===== config.mk =====
export PLATFORM = sky130hd
export DESIGN_NAME = uart_link_top
export DESIGN_NICKNAME = d
export VERILOG_FILES = /design/src/design/uart_link_pkg.sv /design/src/design/uart_link_top.sv /design/src/design/uart_controller.sv /design/src/design/uart_tx.sv /design/src/design/uart_rx.sv
export SDC_FILE = /design/constraint.sdc
export NUM_CORES = 1
export LEC_CHECK = 0
export BUFFER_PORTS_ARGS = -buffer_cell sky130_fd_sc_hd__buf_2
export CAP_MARGIN = 40
export CORE_MARGIN = 2
export CORE_UTILIZATION = 35
export DETAILED_ROUTE_END_ITERATION = 8
export HOLD_SLACK_MARGIN = 0.08
export PLACE_DENSITY = 0.56
export REMOVE_ABC_BUFFERS = 1
export SYNTH_ARGS = -nofsm -noshare
export SYNTH_HDL_FRONTEND = slang
export SYNTH_SLANG_ARGS = --single-unit

===== constraint.sdc =====
create_clock -name i_CLK -period 6.8 [get_ports i_CLK]
set_clock_uncertainty 0.2 [all_clocks]
set_input_delay 0.34 -clock i_CLK [delete_from_list [all_inputs] [get_ports i_CLK]]
set_output_delay 0.34 -clock i_CLK [all_outputs]
set_load 0.02 [all_outputs]

===== src/design/uart_link_pkg.sv =====
/*
  shared definitions for the host-link UART
  - bit period, host command bytes, frame marks, frame lengths
  - byte / core word / command word types
  - controller state encoding
*/
package uart_link_pkg;

  // ========================================
  // serial timing
  // ========================================
  localparam logic [15:0] clks_per_bit = 16'd16; // sim value, 25MHz/115200 on the board

  // ========================================
  // host command bytes
  // ========================================
  localparam logic [7:0] sg_run          = 8'h52; // 'R'
  localparam logic [7:0] sg_stop         = 8'h53; // 'S'
  localparam logic [7:0] sg_ads_finish   = 8'h46; // 'F'
  localparam logic [7:0] sg_mpr_finish   = 8'h66; // 'f'
  localparam logic [7:0] sg_mpr_read_reg = 8'h6D; // 'm', address byte follows
  localparam logic [7:0] sg_ads_read_reg = 8'h61; // 'a', address byte follows

  // core word marks, top byte of the word
  localparam logic [7:0] sg_ads_send_data = 8'hAA; // adc sample, 4 byte frame
  localparam logic [7:0] sg_mpr_send_data = 8'hBB; // pressure sample, 3 byte frame

  localparam logic [2:0] frame_len_long  = 3'd4;
  localparam logic [2:0] frame_len_short = 3'd3;

  // ========================================
  // types
  // ========================================
  typedef logic [7:0]  uart_byte_t; // one serial byte
  typedef logic [31:0] core_word_t; // word from the sensor core
  typedef logic [15:0] cmd_word_t;  // {command byte, address or 0}

  typedef enum logic [2:0] {
    st_idle,       // decode host bytes, take core words
    st_read_addr,  // register read, waiting for address byte
    st_frame_init, // pick frame length from mark
    st_send_byte,  // strobe next byte into tx
    st_wait_done   // wait for tx to finish the byte
  } ctrl_state_t;

endpackage

===== src/design/uart_link_top.sv =====
/*
  host-link UART top
  receiver -> controller -> transmitter
*/
module uart_link_top (
  input  logic                      i_CLK,
  input  logic                      i_RST,
  input  logic                      i_uart_rxd,
  input  logic                      i_core_busy,
  input  uart_link_pkg::core_word_t i_uart_data_tx,
  input  logic                      i_uart_data_tx_valid,
  output logic                      o_uart_txd,
  output logic                      o_uart_data_tx_ready,
  output uart_link_pkg::cmd_word_t  o_uart_data_rx,
  output logic                      o_uart_data_rx_valid
);

  import uart_link_pkg::*;

  logic       rx_dv;   // host byte strobe
  uart_byte_t rx_byte;
  logic       tx_dv;   // byte to serializer
  uart_byte_t tx_byte;
  logic       tx_done; // serializer finished stop bit

  uart_rx #(.CLKS_PER_BIT(clks_per_bit)) u_rx (
    .i_CLK     (i_CLK),
    .i_RST     (i_RST),
    .i_rxd     (i_uart_rxd),
    .o_rx_dv   (rx_dv),
    .o_rx_byte (rx_byte)
  );

  uart_controller u_ctrl (
    .i_CLK           (i_CLK),
    .i_RST           (i_RST),
    .i_core_busy     (i_core_busy),
    .i_rx_dv         (rx_dv),
    .i_rx_byte       (rx_byte),
    .i_tx_word       (i_uart_data_tx),
    .i_tx_word_valid (i_uart_data_tx_valid),
    .i_tx_done       (tx_done),
    .o_cmd           (o_uart_data_rx),
    .o_cmd_valid     (o_uart_data_rx_valid),
    .o_tx_word_ready (o_uart_data_tx_ready),
    .o_tx_dv         (tx_dv),
    .o_tx_byte       (tx_byte)
  );

  uart_tx #(.CLKS_PER_BIT(clks_per_bit)) u_tx (
    .i_CLK     (i_CLK),
    .i_RST     (i_RST),
    .i_tx_dv   (tx_dv),
    .i_tx_byte (tx_byte),
    .o_txd     (o_uart_txd),
    .o_tx_done (tx_done)
  );

endmodule


===== src/design/uart_controller.sv =====
/*
  host link controller
  - host path: filters command bytes by core busy level, builds command word
  - core path: takes a 32-bit word, sends 3 or 4 bytes MSB first by its mark
*/
module uart_controller (
  input  logic                      i_CLK,
  input  logic                      i_RST,
  input  logic                      i_core_busy,
  input  logic                      i_rx_dv,
  input  uart_link_pkg::uart_byte_t i_rx_byte,
  input  uart_link_pkg::core_word_t i_tx_word,
  input  logic                      i_tx_word_valid,
  input  logic                      i_tx_done,
  output uart_link_pkg::cmd_word_t  o_cmd,
  output logic                      o_cmd_valid,
  output logic                      o_tx_word_ready,
  output logic                      o_tx_dv,
  output uart_link_pkg::uart_byte_t o_tx_byte
);

  import uart_link_pkg::*;

  ctrl_state_t r_state;
  core_word_t  r_shift;   // frame word, top byte goes out next
  logic [2:0]  r_remain;  // bytes left in the frame
  logic        r_rx_pend; // host byte came in while framing
  uart_byte_t  r_rx_hold;

  // ========================================
  // decode
  // ========================================
  logic       rx_go;  // host byte to decode in idle
  uart_byte_t rx_cur;
  logic       busy_cmd, read_cmd;
  logic       accept_cmd, start_read, take_word, addr_in, byte_done;
  uart_byte_t top_byte;

  assign rx_go  = i_rx_dv | r_rx_pend;
  assign rx_cur = r_rx_pend ? r_rx_hold : i_rx_byte; // held byte first

  assign busy_cmd = (rx_cur == sg_stop) || (rx_cur == sg_ads_finish) ||
                    (rx_cur == sg_mpr_finish);
  assign read_cmd = (rx_cur == sg_mpr_read_reg) || (rx_cur == sg_ads_read_reg);

  // busy core: stop/finish only, idle core: run or register read
  assign accept_cmd = (r_state == st_idle) && rx_go &&
                      (i_core_busy ? busy_cmd : (rx_cur == sg_run));
  assign start_read = (r_state == st_idle) && rx_go && !i_core_busy && read_cmd;
  assign take_word  = (r_state == st_idle) && !rx_go && i_tx_word_valid; // rx wins
  assign addr_in    = (r_state == st_read_addr) && i_rx_dv;
  assign byte_done  = (r_state == st_wait_done) && i_tx_done;
  assign top_byte   = r_shift[31:24];

  // ========================================
  // control
  // ========================================
  always_ff @(posedge i_CLK or posedge i_RST) begin
    if (i_RST) begin
      r_state         <= st_idle;
      r_remain        <= '0;
      r_rx_pend       <= 1'b0;
      o_tx_word_ready <= 1'b0; // rises once idle is reached
      o_cmd_valid     <= 1'b0;
      o_tx_dv         <= 1'b0;
    end else begin
      o_cmd_valid <= 1'b0; // both strobes are single cycle
      o_tx_dv     <= 1'b0;
      if (i_rx_dv && r_state != st_idle && r_state != st_read_addr) r_rx_pend <= 1'b1;
      else if (r_state == st_idle) r_rx_pend <= 1'b0; // consumed this cycle
      case (r_state)
        st_idle: begin
          o_tx_word_ready <= 1'b1;
          if (accept_cmd) o_cmd_valid <= 1'b1;
          else if (start_read) r_state <= st_read_addr;
          else if (take_word) begin
            o_tx_word_ready <= 1'b0; // word taken, core may drop valid
            r_state         <= st_frame_init;
          end
        end
        st_read_addr: begin
          if (addr_in) begin
            o_cmd_valid <= 1'b1;
            r_state     <= st_idle;
          end
        end
        st_frame_init: begin
          if (top_byte == sg_ads_send_data) begin
            r_remain <= frame_len_long;
            r_state  <= st_send_byte;
          end else if (top_byte == sg_mpr_send_data || top_byte == sg_mpr_read_reg ||
                       top_byte == sg_ads_read_reg) begin
            r_remain <= frame_len_short;
            r_state  <= st_send_byte;
          end else r_state <= st_idle; // unknown mark, word dropped
        end
        st_send_byte: begin
          o_tx_dv <= 1'b1;
          r_state <= st_wait_done;
        end
        st_wait_done: begin
          if (byte_done) begin
            if (r_remain == 3'd1) begin
              o_tx_word_ready <= 1'b1; // frame finished
              r_state         <= st_idle;
            end else begin
              r_remain <= r_remain - 3'd1;
              r_state  <= st_send_byte;
            end
          end
        end
        default: r_state <= st_idle;
      endcase
    end
  end

  // ========================================
  // datapath
  // ========================================
  always_ff @(posedge i_CLK) begin
    if (i_rx_dv) r_rx_hold <= i_rx_byte;
    if (accept_cmd || start_read) o_cmd <= {rx_cur, 8'h00}; // address filled in later
    else if (addr_in) o_cmd[7:0] <= i_rx_byte;
    if (take_word) r_shift <= i_tx_word;
    else if (byte_done) r_shift <= r_shift << 8; // next byte to the top
    if (r_state == st_send_byte) o_tx_byte <= top_byte;
  end

endmodule


===== src/design/uart_tx.sv =====
/*
  8N1 serial transmitter
  byte latched on the strobe, start + 8 data (LSB first) + stop,
  done pulse after the stop bit
*/
module uart_tx #(
  parameter logic [15:0] CLKS_PER_BIT = uart_link_pkg::clks_per_bit
) (
  input  logic                      i_CLK,
  input  logic                      i_RST,
  input  logic                      i_tx_dv,
  input  uart_link_pkg::uart_byte_t i_tx_byte,
  output logic                      o_txd,
  output logic                      o_tx_done
);

  import uart_link_pkg::*;

  typedef enum logic [1:0] {
    tx_idle,
    tx_start,
    tx_data,
    tx_stop
  } tx_state_t;

  tx_state_t   r_state;
  logic [15:0] r_clk_cnt;
  logic [2:0]  r_bit_idx;
  uart_byte_t  r_data; // byte being sent

  always_ff @(posedge i_CLK or posedge i_RST) begin
    if (i_RST) begin
      r_state   <= tx_idle;
      r_clk_cnt <= '0;
      r_bit_idx <= '0;
      o_txd     <= 1'b1; // mark level
      o_tx_done <= 1'b0;
    end else begin
      o_tx_done <= 1'b0;
      case (r_state)
        tx_idle: begin
          r_clk_cnt <= '0;
          r_bit_idx <= '0;
          o_txd     <= 1'b1;
          if (i_tx_dv) begin
            o_txd   <= 1'b0; // start bit from the next clock on
            r_state <= tx_start;
          end
        end
        tx_start: begin
          if (r_clk_cnt == CLKS_PER_BIT - 16'd1) begin
            r_clk_cnt <= '0;
            o_txd     <= r_data[0];
            r_state   <= tx_data;
          end else r_clk_cnt <= r_clk_cnt + 16'd1;
        end
        tx_data: begin
          if (r_clk_cnt == CLKS_PER_BIT - 16'd1) begin
            r_clk_cnt <= '0;
            if (r_bit_idx == 3'd7) begin
              o_txd   <= 1'b1; // stop bit
              r_state <= tx_stop;
            end else begin
              r_bit_idx <= r_bit_idx + 3'd1;
              o_txd     <= r_data[r_bit_idx + 3'd1]; // next bit, set at the boundary
            end
          end else r_clk_cnt <= r_clk_cnt + 16'd1;
        end
        tx_stop: begin
          if (r_clk_cnt == CLKS_PER_BIT - 16'd1) begin
            o_tx_done <= 1'b1;
            r_state   <= tx_idle;
          end else r_clk_cnt <= r_clk_cnt + 16'd1;
        end
        default: r_state <= tx_idle;
      endcase
    end
  end

  always_ff @(posedge i_CLK) begin
    if (r_state == tx_idle && i_tx_dv) r_data <= i_tx_byte;
  end

endmodule


===== src/design/uart_rx.sv =====
/*
  8N1 serial receiver
  two-flop input sync, mid-bit sampling,
  one-cycle valid pulse per byte with a good stop bit
*/
module uart_rx #(
  parameter logic [15:0] CLKS_PER_BIT = uart_link_pkg::clks_per_bit
) (
  input  logic                    i_CLK,
  input  logic                    i_RST,
  input  logic                    i_rxd,
  output logic                    o_rx_dv,
  output uart_link_pkg::uart_byte_t o_rx_byte
);

  typedef enum logic [2:0] {
    rx_idle,
    rx_start, // confirm start bit at its midpoint
    rx_data,
    rx_stop,
    rx_tail   // half bit past stop midpoint, then report
  } rx_state_t;

  rx_state_t   r_state;
  logic        r_rxd_meta;
  logic        r_rxd_sync;
  logic [15:0] r_clk_cnt; // clocks within current bit
  logic [2:0]  r_bit_cnt; // data bit index
  logic        r_stop_ok; // stop bit sampled high

  always_ff @(posedge i_CLK or posedge i_RST) begin
    if (i_RST) begin
      r_rxd_meta <= 1'b1; // line idles high
      r_rxd_sync <= 1'b1;
      r_state    <= rx_idle;
      r_clk_cnt  <= '0;
      r_bit_cnt  <= '0;
      r_stop_ok  <= 1'b0;
      o_rx_dv    <= 1'b0;
    end else begin
      r_rxd_meta <= i_rxd;
      r_rxd_sync <= r_rxd_meta;
      o_rx_dv    <= 1'b0; // pulse only
      case (r_state)
        rx_idle: begin
          r_clk_cnt <= '0;
          r_bit_cnt <= '0;
          if (!r_rxd_sync) r_state <= rx_start; // falling edge, possible start
        end
        rx_start: begin
          if (r_clk_cnt == ((CLKS_PER_BIT - 16'd1) >> 1)) begin
            r_clk_cnt <= '0;
            r_state   <= r_rxd_sync ? rx_idle : rx_data; // glitch -> back to idle
          end else r_clk_cnt <= r_clk_cnt + 16'd1;
        end
        rx_data: begin
          if (r_clk_cnt == CLKS_PER_BIT - 16'd1) begin // data bit midpoint
            r_clk_cnt <= '0;
            r_bit_cnt <= r_bit_cnt + 3'd1;
            if (r_bit_cnt == 3'd7) r_state <= rx_stop;
          end else r_clk_cnt <= r_clk_cnt + 16'd1;
        end
        rx_stop: begin
          if (r_clk_cnt == CLKS_PER_BIT - 16'd1) begin
            r_clk_cnt <= '0;
            r_stop_ok <= r_rxd_sync;
            r_state   <= rx_tail;
          end else r_clk_cnt <= r_clk_cnt + 16'd1;
        end
        rx_tail: begin
          if (r_clk_cnt == ((CLKS_PER_BIT - 16'd1) >> 1)) begin
            o_rx_dv <= r_stop_ok; // bad stop bit, byte dropped silently
            r_state <= rx_idle;
          end else r_clk_cnt <= r_clk_cnt + 16'd1;
        end
        default: r_state <= rx_idle;
      endcase
    end
  end

  // shift register, LSB arrives first
  always_ff @(posedge i_CLK) begin
    if (r_state == rx_data && r_clk_cnt == CLKS_PER_BIT - 16'd1)
      o_rx_byte <= {r_rxd_sync, o_rx_byte[7:1]};
  end

endmodule


==> flow_metrics.env, run 1 <==
export IMPL_status="complete, no violations"
export IMPL_grt_use_total=0.135
export IMPL_grt_pass1_wl_um=21000
export IMPL_drv_cap=0
export IMPL_cp_endpoint="u_ctrl.o_cmd[11]$_DFFE_PP_"
export IMPL_grt_max_degree=60
export IMPL_drive_gt1_frac=0.176
export IMPL_crit_fanout=20
export IMPL_num_vias=4444
export IMPL_cts_tree="built"
export IMPL_ant_nets=0
export IMPL_row_count=49
export IMPL_drtIter0Drc=177
export IMPL_slew_headroom=0.461
export IMPL_final_area_um2=7850
export IMPL_synth_edf_count=72
export IMPL_gr_usage_met2=0.221
export IMPL_synth_avg_cell_area_um2=11.5
export IMPL_synth_compound_gate_area_share=0.0735
export IMPL_antennaDiodeCount=0
export IMPL_arrival_ns=2.59
export IMPL_startpoint="u_ctrl.r_rx_pend$_DFFE_PP0P_"
export IMPL_areaGrowthSynthToFinish_pct=22.1
export IMPL_ir_drop_uv=221
export IMPL_die_h_um=140
export IMPL_antenna_found_initial=0
export IMPL_max_stage_delay_ns=0.79
export IMPL_grt_busiest_layer="met2"
export IMPL_yosys_area_share_xor_xnor=0.0395
export IMPL_worstPathCellList="mux2i_1 -> nand3_1 -> o22a_1 -> o21ai_2"
export IMPL_crit_slowest_cell="dfrtp_1"
export IMPL_synthArstFlopShare=0.424
export IMPL_fin_crit_sh=0.404
export IMPL_ioPinCount=56
export IMPL_hold_slack_ns=0.155
export IMPL_power_per_cell_area_nw_per_um2=347
export IMPL_utilization=0.436
export IMPL_via_per_inst=4.95
export IMPL_first_pass_iters=4
export IMPL_crit_path_end_kind="flip-flop"
export IMPL_ys_ff_latch=139
export IMPL_synthAdderAreaFrac=0.0272
export IMPL_place_congestion=0.816
export IMPL_postSynthCellCount=561
export IMPL_hold_viol=0
export IMPL_htree_levels=4
export IMPL_numCtsBuffers=17
export IMPL_critPathRequiredTime_ns=6.64
export IMPL_fmax_mhz=364
export IMPL_grt_pass1_vias=4384
export IMPL_grt_util_met1=0.170
export IMPL_fp_dieW_um=140
export IMPL_dp_cells=832
export IMPL_tns_ns=0
export IMPL_root_buffer="clkbuf_16"
export IMPL_placed_area_um2=6970
export IMPL_tightest_slew_ns=0.804
export IMPL_grt_overflow=0
export IMPL_synth_top_family_by_area="simple AND/OR/NAND/NOR gates"
export IMPL_synth_simple_area_share=0.191
export IMPL_use_met3=0.0379
export IMPL_drc=0
export IMPL_routed_wire_length_per_instance_um=14.3
export IMPL_synthFlopType="edfxtp_1"
export IMPL_die_area_um2=19500
export IMPL_place_ws_ns=4.06
export IMPL_setup_ws_ns=4.05
export IMPL_dpl_hpwl_um=8660
export IMPL_synthesis_area_um2=6430
export IMPL_wirelength_um=12900
export IMPL_yosysWarnings=0
export IMPL_nFillCells=1686
export IMPL_clk_pin_slew_ns=0.06
export IMPL_cp_start_kind="flip-flop"
export IMPL_min_path_type="flip-flop to flip-flop"
export IMPL_p_leak_nw=3.20
export IMPL_cts_resized=0
export IMPL_portBuffers=55
export IMPL_r2r_slack_ns=4.05
export IMPL_stdcell_count=898
export IMPL_crit_type="flip-flop to flip-flop"
export IMPL_core_um2=18000
export IMPL_regToRegStartpoint="u_ctrl.r_rx_pend$_DFFE_PP0P_"
export IMPL_nets=707
export IMPL_setup_viol=0
export IMPL_maxSlewViolCount=0
export IMPL_seq_area_frac_synth=0.591
export IMPL_initial_core_util=0.357
export IMPL_synthMuxAreaShare=0.0537
export IMPL_rr_worst_depth=4
export IMPL_synth_cell_types=72
export IMPL_grt_setup_unrepaired="false"
export IMPL_min_period_ns=2.75
export IMPL_cts_sinks=139
export IMPL_power_mw=2.72
export IMPL_clock_path_buffers=2
export IMPL_reg2reg_to="u_ctrl.o_cmd[11]$_DFFE_PP_"
export IMPL_clk_latency_ns=0.41
-- critical path: cells and delay by family, from the launching register on --
kind / cells / cell delay (ns)
muxes: 1 / 0.45
DFF: 1 / 0.79
AOI/OAI and AO/OA: 2 / 0.80
and+or+nand+nor: 1 / 0.12
-- synth_stat cells (all sizes together), types with 3 or more instances --
| master | number | area (um^2) |
|---|---|---|
| nand3 | 14 | 75.1 |
| nor3 | 12 | 65.1 |
| nor2b | 4 | 25.0 |
| xnor2 | 13 | 114 |
| clkbuf | 8 | 31.3 |
| and4 | 5 | 43.8 |
| dfstp | 3 | 78.8 |
| ha | 14 | 175 |
| nand4 | 14 | 93.8 |
| a21oi | 9 | 48.8 |
| dfrtp | 56 | 1400 |
| o211ai | 3 | 22.5 |
| buf | 10 | 50.1 |
| xor2 | 16 | 140 |
| a21o | 4 | 30.0 |
| nor3b | 3 | 22.5 |
| nand2b | 5 | 33.8 |
| inv | 19 | 71.3 |
| dfxtp | 8 | 160 |
| mux2 | 13 | 150 |
| mux2i | 15 | 150 |
| o21bai | 4 | 30.0 |
| nor4 | 8 | 68.8 |
| nor2 | 51 | 191 |
| and2 | 12 | 77.6 |
| a22o | 6 | 52.6 |
| and3 | 6 | 37.5 |
| edfxtp | 72 | 2160 |
| nand2 | 99 | 372 |
| and3b | 3 | 26.3 |
| o21ai | 12 | 63.8 |
-- metal layers --
layer | up-vias | part of all wire | wire length, um
met5 | - | 0 | 0
met4 | 0 | 0.016 | 210
met3 | 20 | 0.031 | 405
met2 | 63 | 0.49 | 6360
met1 | 2165 | 0.46 | 5890
li1 | 2196 | - | -
-- registers in the layout (all words and copies together) (netlist names), 2 cells and up --
register / cells
u_ctrl.o_cmd: 16
u_ctrl.r_remain: 3
u_tx.r_clk_cnt: 16
u_ctrl.r_state: 3
u_tx.r_state: 2
u_rx.r_state: 3
u_tx.r_bit_idx: 3
u_rx.o_rx_byte: 8
u_tx.r_data: 8
u_ctrl.r_rx_hold: 8
u_ctrl.o_tx_byte: 8
u_rx.r_bit_cnt: 3
u_rx.r_clk_cnt: 16
u_ctrl.r_shift: 32
-- power breakdown --
group          switching (mW)  internal [mW]
combinational           0.386          0.272
sequential              0.130           1.09
clock                   0.331          0.517
total                   0.847           1.88
-- final cells by class --
type / instances / area, um^2 / area share
inverters: 19 / 71.3 / 0.00908
flip-flops and latches: 139 / 3800 / 0.484
well taps: 229 / 287 / 0.0365
multi-input cells: 385 / 2480 / 0.316
clock buffers: 23 / 468 / 0.0596
repair buffers: 94 / 668 / 0.0851
clock inverters: 9 / 73.8 / 0.00940
-- kinds of logic (layout without fill, tap and decap cells) --
logic type,count (synthesis),in the layout
and+or+nand+nor,247,247
muxes,30,30
DFF,139,139
adders and majority gates,14,14
xor gates and xnor gates,29,29
AOI/OAI and AO/OA,65,65
buffers and inverters,37,145
-- worst min-delay path by stage --
stage                                   start                        end  cells after the start
detailed placement  u_rx.r_rxd_meta$_DFF_PP1_  u_rx.r_rxd_sync$_DFF_PP1_                      0
finish              u_rx.r_rxd_meta$_DFF_PP1_  u_rx.r_rxd_sync$_DFF_PP1_                      0
global placement    u_rx.r_rxd_meta$_DFF_PP1_  u_rx.r_rxd_sync$_DFF_PP1_                      0
global route        u_rx.r_rxd_meta$_DFF_PP1_  u_rx.r_rxd_sync$_DFF_PP1_                      0
floorplan                          i_uart_rxd  u_rx.r_rxd_meta$_DFF_PP1_                      0
CTS                 u_rx.r_rxd_meta$_DFF_PP1_  u_rx.r_rxd_sync$_DFF_PP1_                      0
-- repair_timing --
action                    4_1_cts  5_1_grt
hold endpoints to repair       89        0
hold buffers                   34        0
buffers inserted                0        0
-- layout by cell type (no fill, tap or decap), drive strengths merged, types with 3 or more instances in the layout --
master / instances
and4: 5
nor2b: 4
nand2: 99
a21o: 4
ha: 14
and3b: 3
inv: 19
nand2b: 5
edfxtp: 72
nor3b: 3
nor2: 51
and3: 6
dfstp: 3
a22o: 6
clkbuf: 23
xnor2: 13
xor2: 16
nor4: 8
clkinv: 6
dfrtp: 56
o211ai: 3
mux2: 13
a21oi: 9
nand4: 14
mux2i: 15
dlygate4sd3: 34
dfxtp: 8
and2: 12
nor3: 12
buf: 60
o21bai: 4
nand3: 14
o21ai: 12
No activity file was read; power rests on OpenSTA's default activity.
==> run 2, diff against run 1 <==
ABC_AREA = 1   (was default)
PLACE_DENSITY = 0.55   (was 0.56)
clock period = 2.6 ns   (was 6.8 ns; I/O delays follow)
==> flow_metrics.env, run 2 <==
export IMPL_yosys_top_cells_count="225 x nand2_1, 109 x inv_1, 84 x nor2_1, 72 x edfxtp_1, 56 x dfrtp_1"
export IMPL_crit_fanout=25
export IMPL_synth_top_area_cell="edfxtp_1"
export IMPL_status="complete, no violations"
export IMPL_critPathRequiredTime_ns=2.69
export IMPL_grt_overflow=0
export IMPL_layout_common_cells="225 x nand2_1, 108 x inv_1, 84 x nor2_1"
export IMPL_antenna_found_initial=0
export IMPL_core_um2=19400
export IMPL_clkPwrFrac=0.461
export IMPL_initial_core_util=0.355
export IMPL_ant_nets=0
export IMPL_r2r_slack_ns=0.52
export IMPL_ioPinCount=56
export IMPL_dpl_hpwl_um=10100
export IMPL_ys_ff_latch=139
export IMPL_yosys_area_share_xor_xnor=0.0191
export IMPL_synth_top_family_by_area="simple AND/OR/NAND/NOR gates"
export IMPL_crit_type="flip-flop to flip-flop"
export IMPL_hold_slack_ns=0.120
export IMPL_nFillCells=1945
export IMPL_grt_use_total=0.147
export IMPL_yosysWarnings=0
export IMPL_postSynthCellCount=782
export IMPL_synthMuxAreaShare=0.00818
export IMPL_cts_tree="built"
export IMPL_min_period_ns=2.08
export IMPL_slew_headroom=0.514
export IMPL_synth_most_common_cell="nand2_1"
export IMPL_root_buffer="clkbuf_16"
export IMPL_grt_max_degree=33
export IMPL_p_sw_mw=1.37
export IMPL_num_vias=5254
export IMPL_cp_start_kind="flip-flop"
export IMPL_synth_compound_gate_area_share=0.0654
export IMPL_die_area_um2=20800
export IMPL_ir_drop_uv=465
export IMPL_final_area_um2=8480
export IMPL_numCtsBuffers=17
export IMPL_synthAdderAreaFrac=0.0254
export IMPL_grt_pass1_wl_um=23900
export IMPL_drive_gt1_frac=0.158
export IMPL_fmax_mhz=480
export IMPL_synth_edf_count=72
export IMPL_cts_sinks=139
export IMPL_drc=0
export IMPL_die_h_um=144
export IMPL_maxSlewViolCount=0
export IMPL_setup_viol=0
export IMPL_rr_worst_depth=8
export IMPL_seq_power_share=0.434
export IMPL_fp_dieW_um=144
export IMPL_synth_avg_cell_area_um2=8.81
export IMPL_via_per_inst=4.50
export IMPL_antennaDiodeCount=0
export IMPL_place_congestion=0.851
export IMPL_tightest_slew_ns=0.727
export IMPL_wirelength_um=14300
export IMPL_htree_levels=4
export IMPL_synth_area_leaders="edfxtp_1 31%, dfrtp_1 20%, nand2_1 12%, inv_1 5.9%, nor2_1 4.6%"
export IMPL_fin_crit_sh=0.801
export IMPL_portBuffers=55
export IMPL_reg2reg_to="u_ctrl.r_shift[18]$_DFFE_PP_"
export IMPL_arrival_ns=2.17
export IMPL_routed_wire_length_per_instance_um=12.3
export IMPL_cts_setup_buffers=0
export IMPL_drtIter0Drc=381
export IMPL_crit_path_end_kind="flip-flop"
export IMPL_power_per_cell_area_nw_per_um2=653
export IMPL_synthFlopType="edfxtp_1"
export IMPL_clk_latency_ns=0.42
export IMPL_nets=941
export IMPL_min_path_type="input port to asynchronous set/reset pin"
export IMPL_swShare=0.247
export IMPL_hold_viol=0
export IMPL_multiInputGateArea_um2=2570
export IMPL_layout_commonest_cell="nand2_1"
export IMPL_seq_area_frac_synth=0.552
export IMPL_grt_setup_unrepaired="false"
export IMPL_stdcell_count=1168
export IMPL_clock_path_buffers=2
export IMPL_synth_simple_area_share=0.255
export IMPL_netlist_area_leader_share=0.314
export IMPL_row_count=51
export IMPL_p_leak_nw=3.81
export IMPL_first_pass_iters=4
export IMPL_regToRegStartpoint="u_ctrl.r_state[1]$_DFFE_PP0P_"
export IMPL_p_comb_frac=0.104
export IMPL_regMostFlops="u_ctrl.r_shift"
export IMPL_drv_cap=0
export IMPL_intPower_mw=4.17
export IMPL_synthArstFlopShare=0.424
export IMPL_final_seq_area_um2=3800
export IMPL_clk_pin_slew_ns=0.06
export IMPL_largest_register_ffs=32
export IMPL_synth_cell_types=41
export IMPL_placed_area_um2=7500
export IMPL_grt_pass1_vias=4971
export IMPL_areaGrowthSynthToFinish_pct=23.1
export IMPL_tns_ns=0
export IMPL_synthesis_area_um2=6890
export IMPL_dp_cells=1100
-- run 2: cell types whose count changed in the layout (fill, tap and decap cells not counted), moves of 15 or more --
cell | previous run | this run
nand2_1 | 99 | 225
inv_1 | 18 | 108
nor2_1 | 51 | 84
nand3_1 | 13 | 40
o21ai_0 | 6 | 32
mux2i_1 | 15 | 0
-- run 2: per-layer routing --
layer	part of all wire	wire (um)	track usage	vias up
met4	0.017	248	0.0557	0
met3	0.030	433	0.0305	19
met2	0.47	6690	0.230	73
met5	0	0	0	-
met1	0.49	6960	0.201	2410
li1	-	-	-	2752
-- run 2: cell type report --
class,instances,share of cell area
inverters,118,0.0522
flip-flops and latches,139,0.448
well taps,265,0.0391
multi-input cells,513,0.303
repair buffers,101,0.0838
clock inverters,13,0.0226
clock buffers,19,0.0510
-- run 2: critical path, cell delays in order (launching register included) --
cell and delay (ns):
dfrtp_1 0.41, nor2_1 0.15, nand2_1 0.11, inv_1 0.12, nand3_2 0.21, buf_4 0.25, inv_2 0.31, nand2_1 0.11
nand2_1 0.07
-- run 2: worst max-delay path by stage --
stage,from,to,slack [ns],cells past startpoint
floorplan,u_ctrl.r_rx_pend$_DFFE_PP0P_,u_ctrl.r_shift[0]$_SDFFCE_PN0P_,-0.11,3
global placement,u_ctrl.r_rx_pend$_DFFE_PP0P_,u_ctrl.o_cmd[15]$_DFFE_PP_,0.57,8
detailed placement,u_rx.r_clk_cnt[0]$_DFFE_PP0P_,u_rx.o_rx_byte[1]$_DFFE_PP_,0.53,7
CTS,u_ctrl.r_state[1]$_DFFE_PP0P_,u_ctrl.r_shift[18]$_DFFE_PP_,0.49,8
global route,u_ctrl.r_state[1]$_DFFE_PP0P_,u_ctrl.r_shift[18]$_DFFE_PP_,0.30,8
finish,u_ctrl.r_state[1]$_DFFE_PP0P_,u_ctrl.r_shift[18]$_DFFE_PP_,0.52,8
-- run 2: cell families (layout without fill, tap and decap cells) --
kind of cell    Yosys count  in the layout
xor+xnor                 15             15
mux                       5              5
buf+inv                 130            251
simple gates            405            405
fa+ha+maj                14             14
compound gates           74             74
flops                   139            139
-- run 2: repair_timing --
| item | in CTS | in global routing |
|---|---|---|
| endpoints found under the hold margin | 72 | 0 |
| hold buffers | 36 | 0 |
| gates resized for setup | 0 | 0 |
-- run 2: stage by stage --
stage	setup WS, ns	total power [mW]	util
detailed placement	0.528	2.98	0.386
finish	0.517	5.54	0.437
global route	0.302	5.79	0.437
CTS	0.489	5.59	0.437
global placement	0.566	2.98	0.386
floorplan	-0.107	2.79	-
-- run 2: power groups by stage --
stage | clock (mW) | combinational [mW] | sequential (mW)
after floorplan | 0 | 0.361 | 2.43
after global routing | 2.72 | 0.660 | 2.41
after CTS | 2.60 | 0.579 | 2.40
after global placement | 0 | 0.534 | 2.45
final | 2.55 | 0.576 | 2.40
after detailed placement | 0 | 0.533 | 2.45
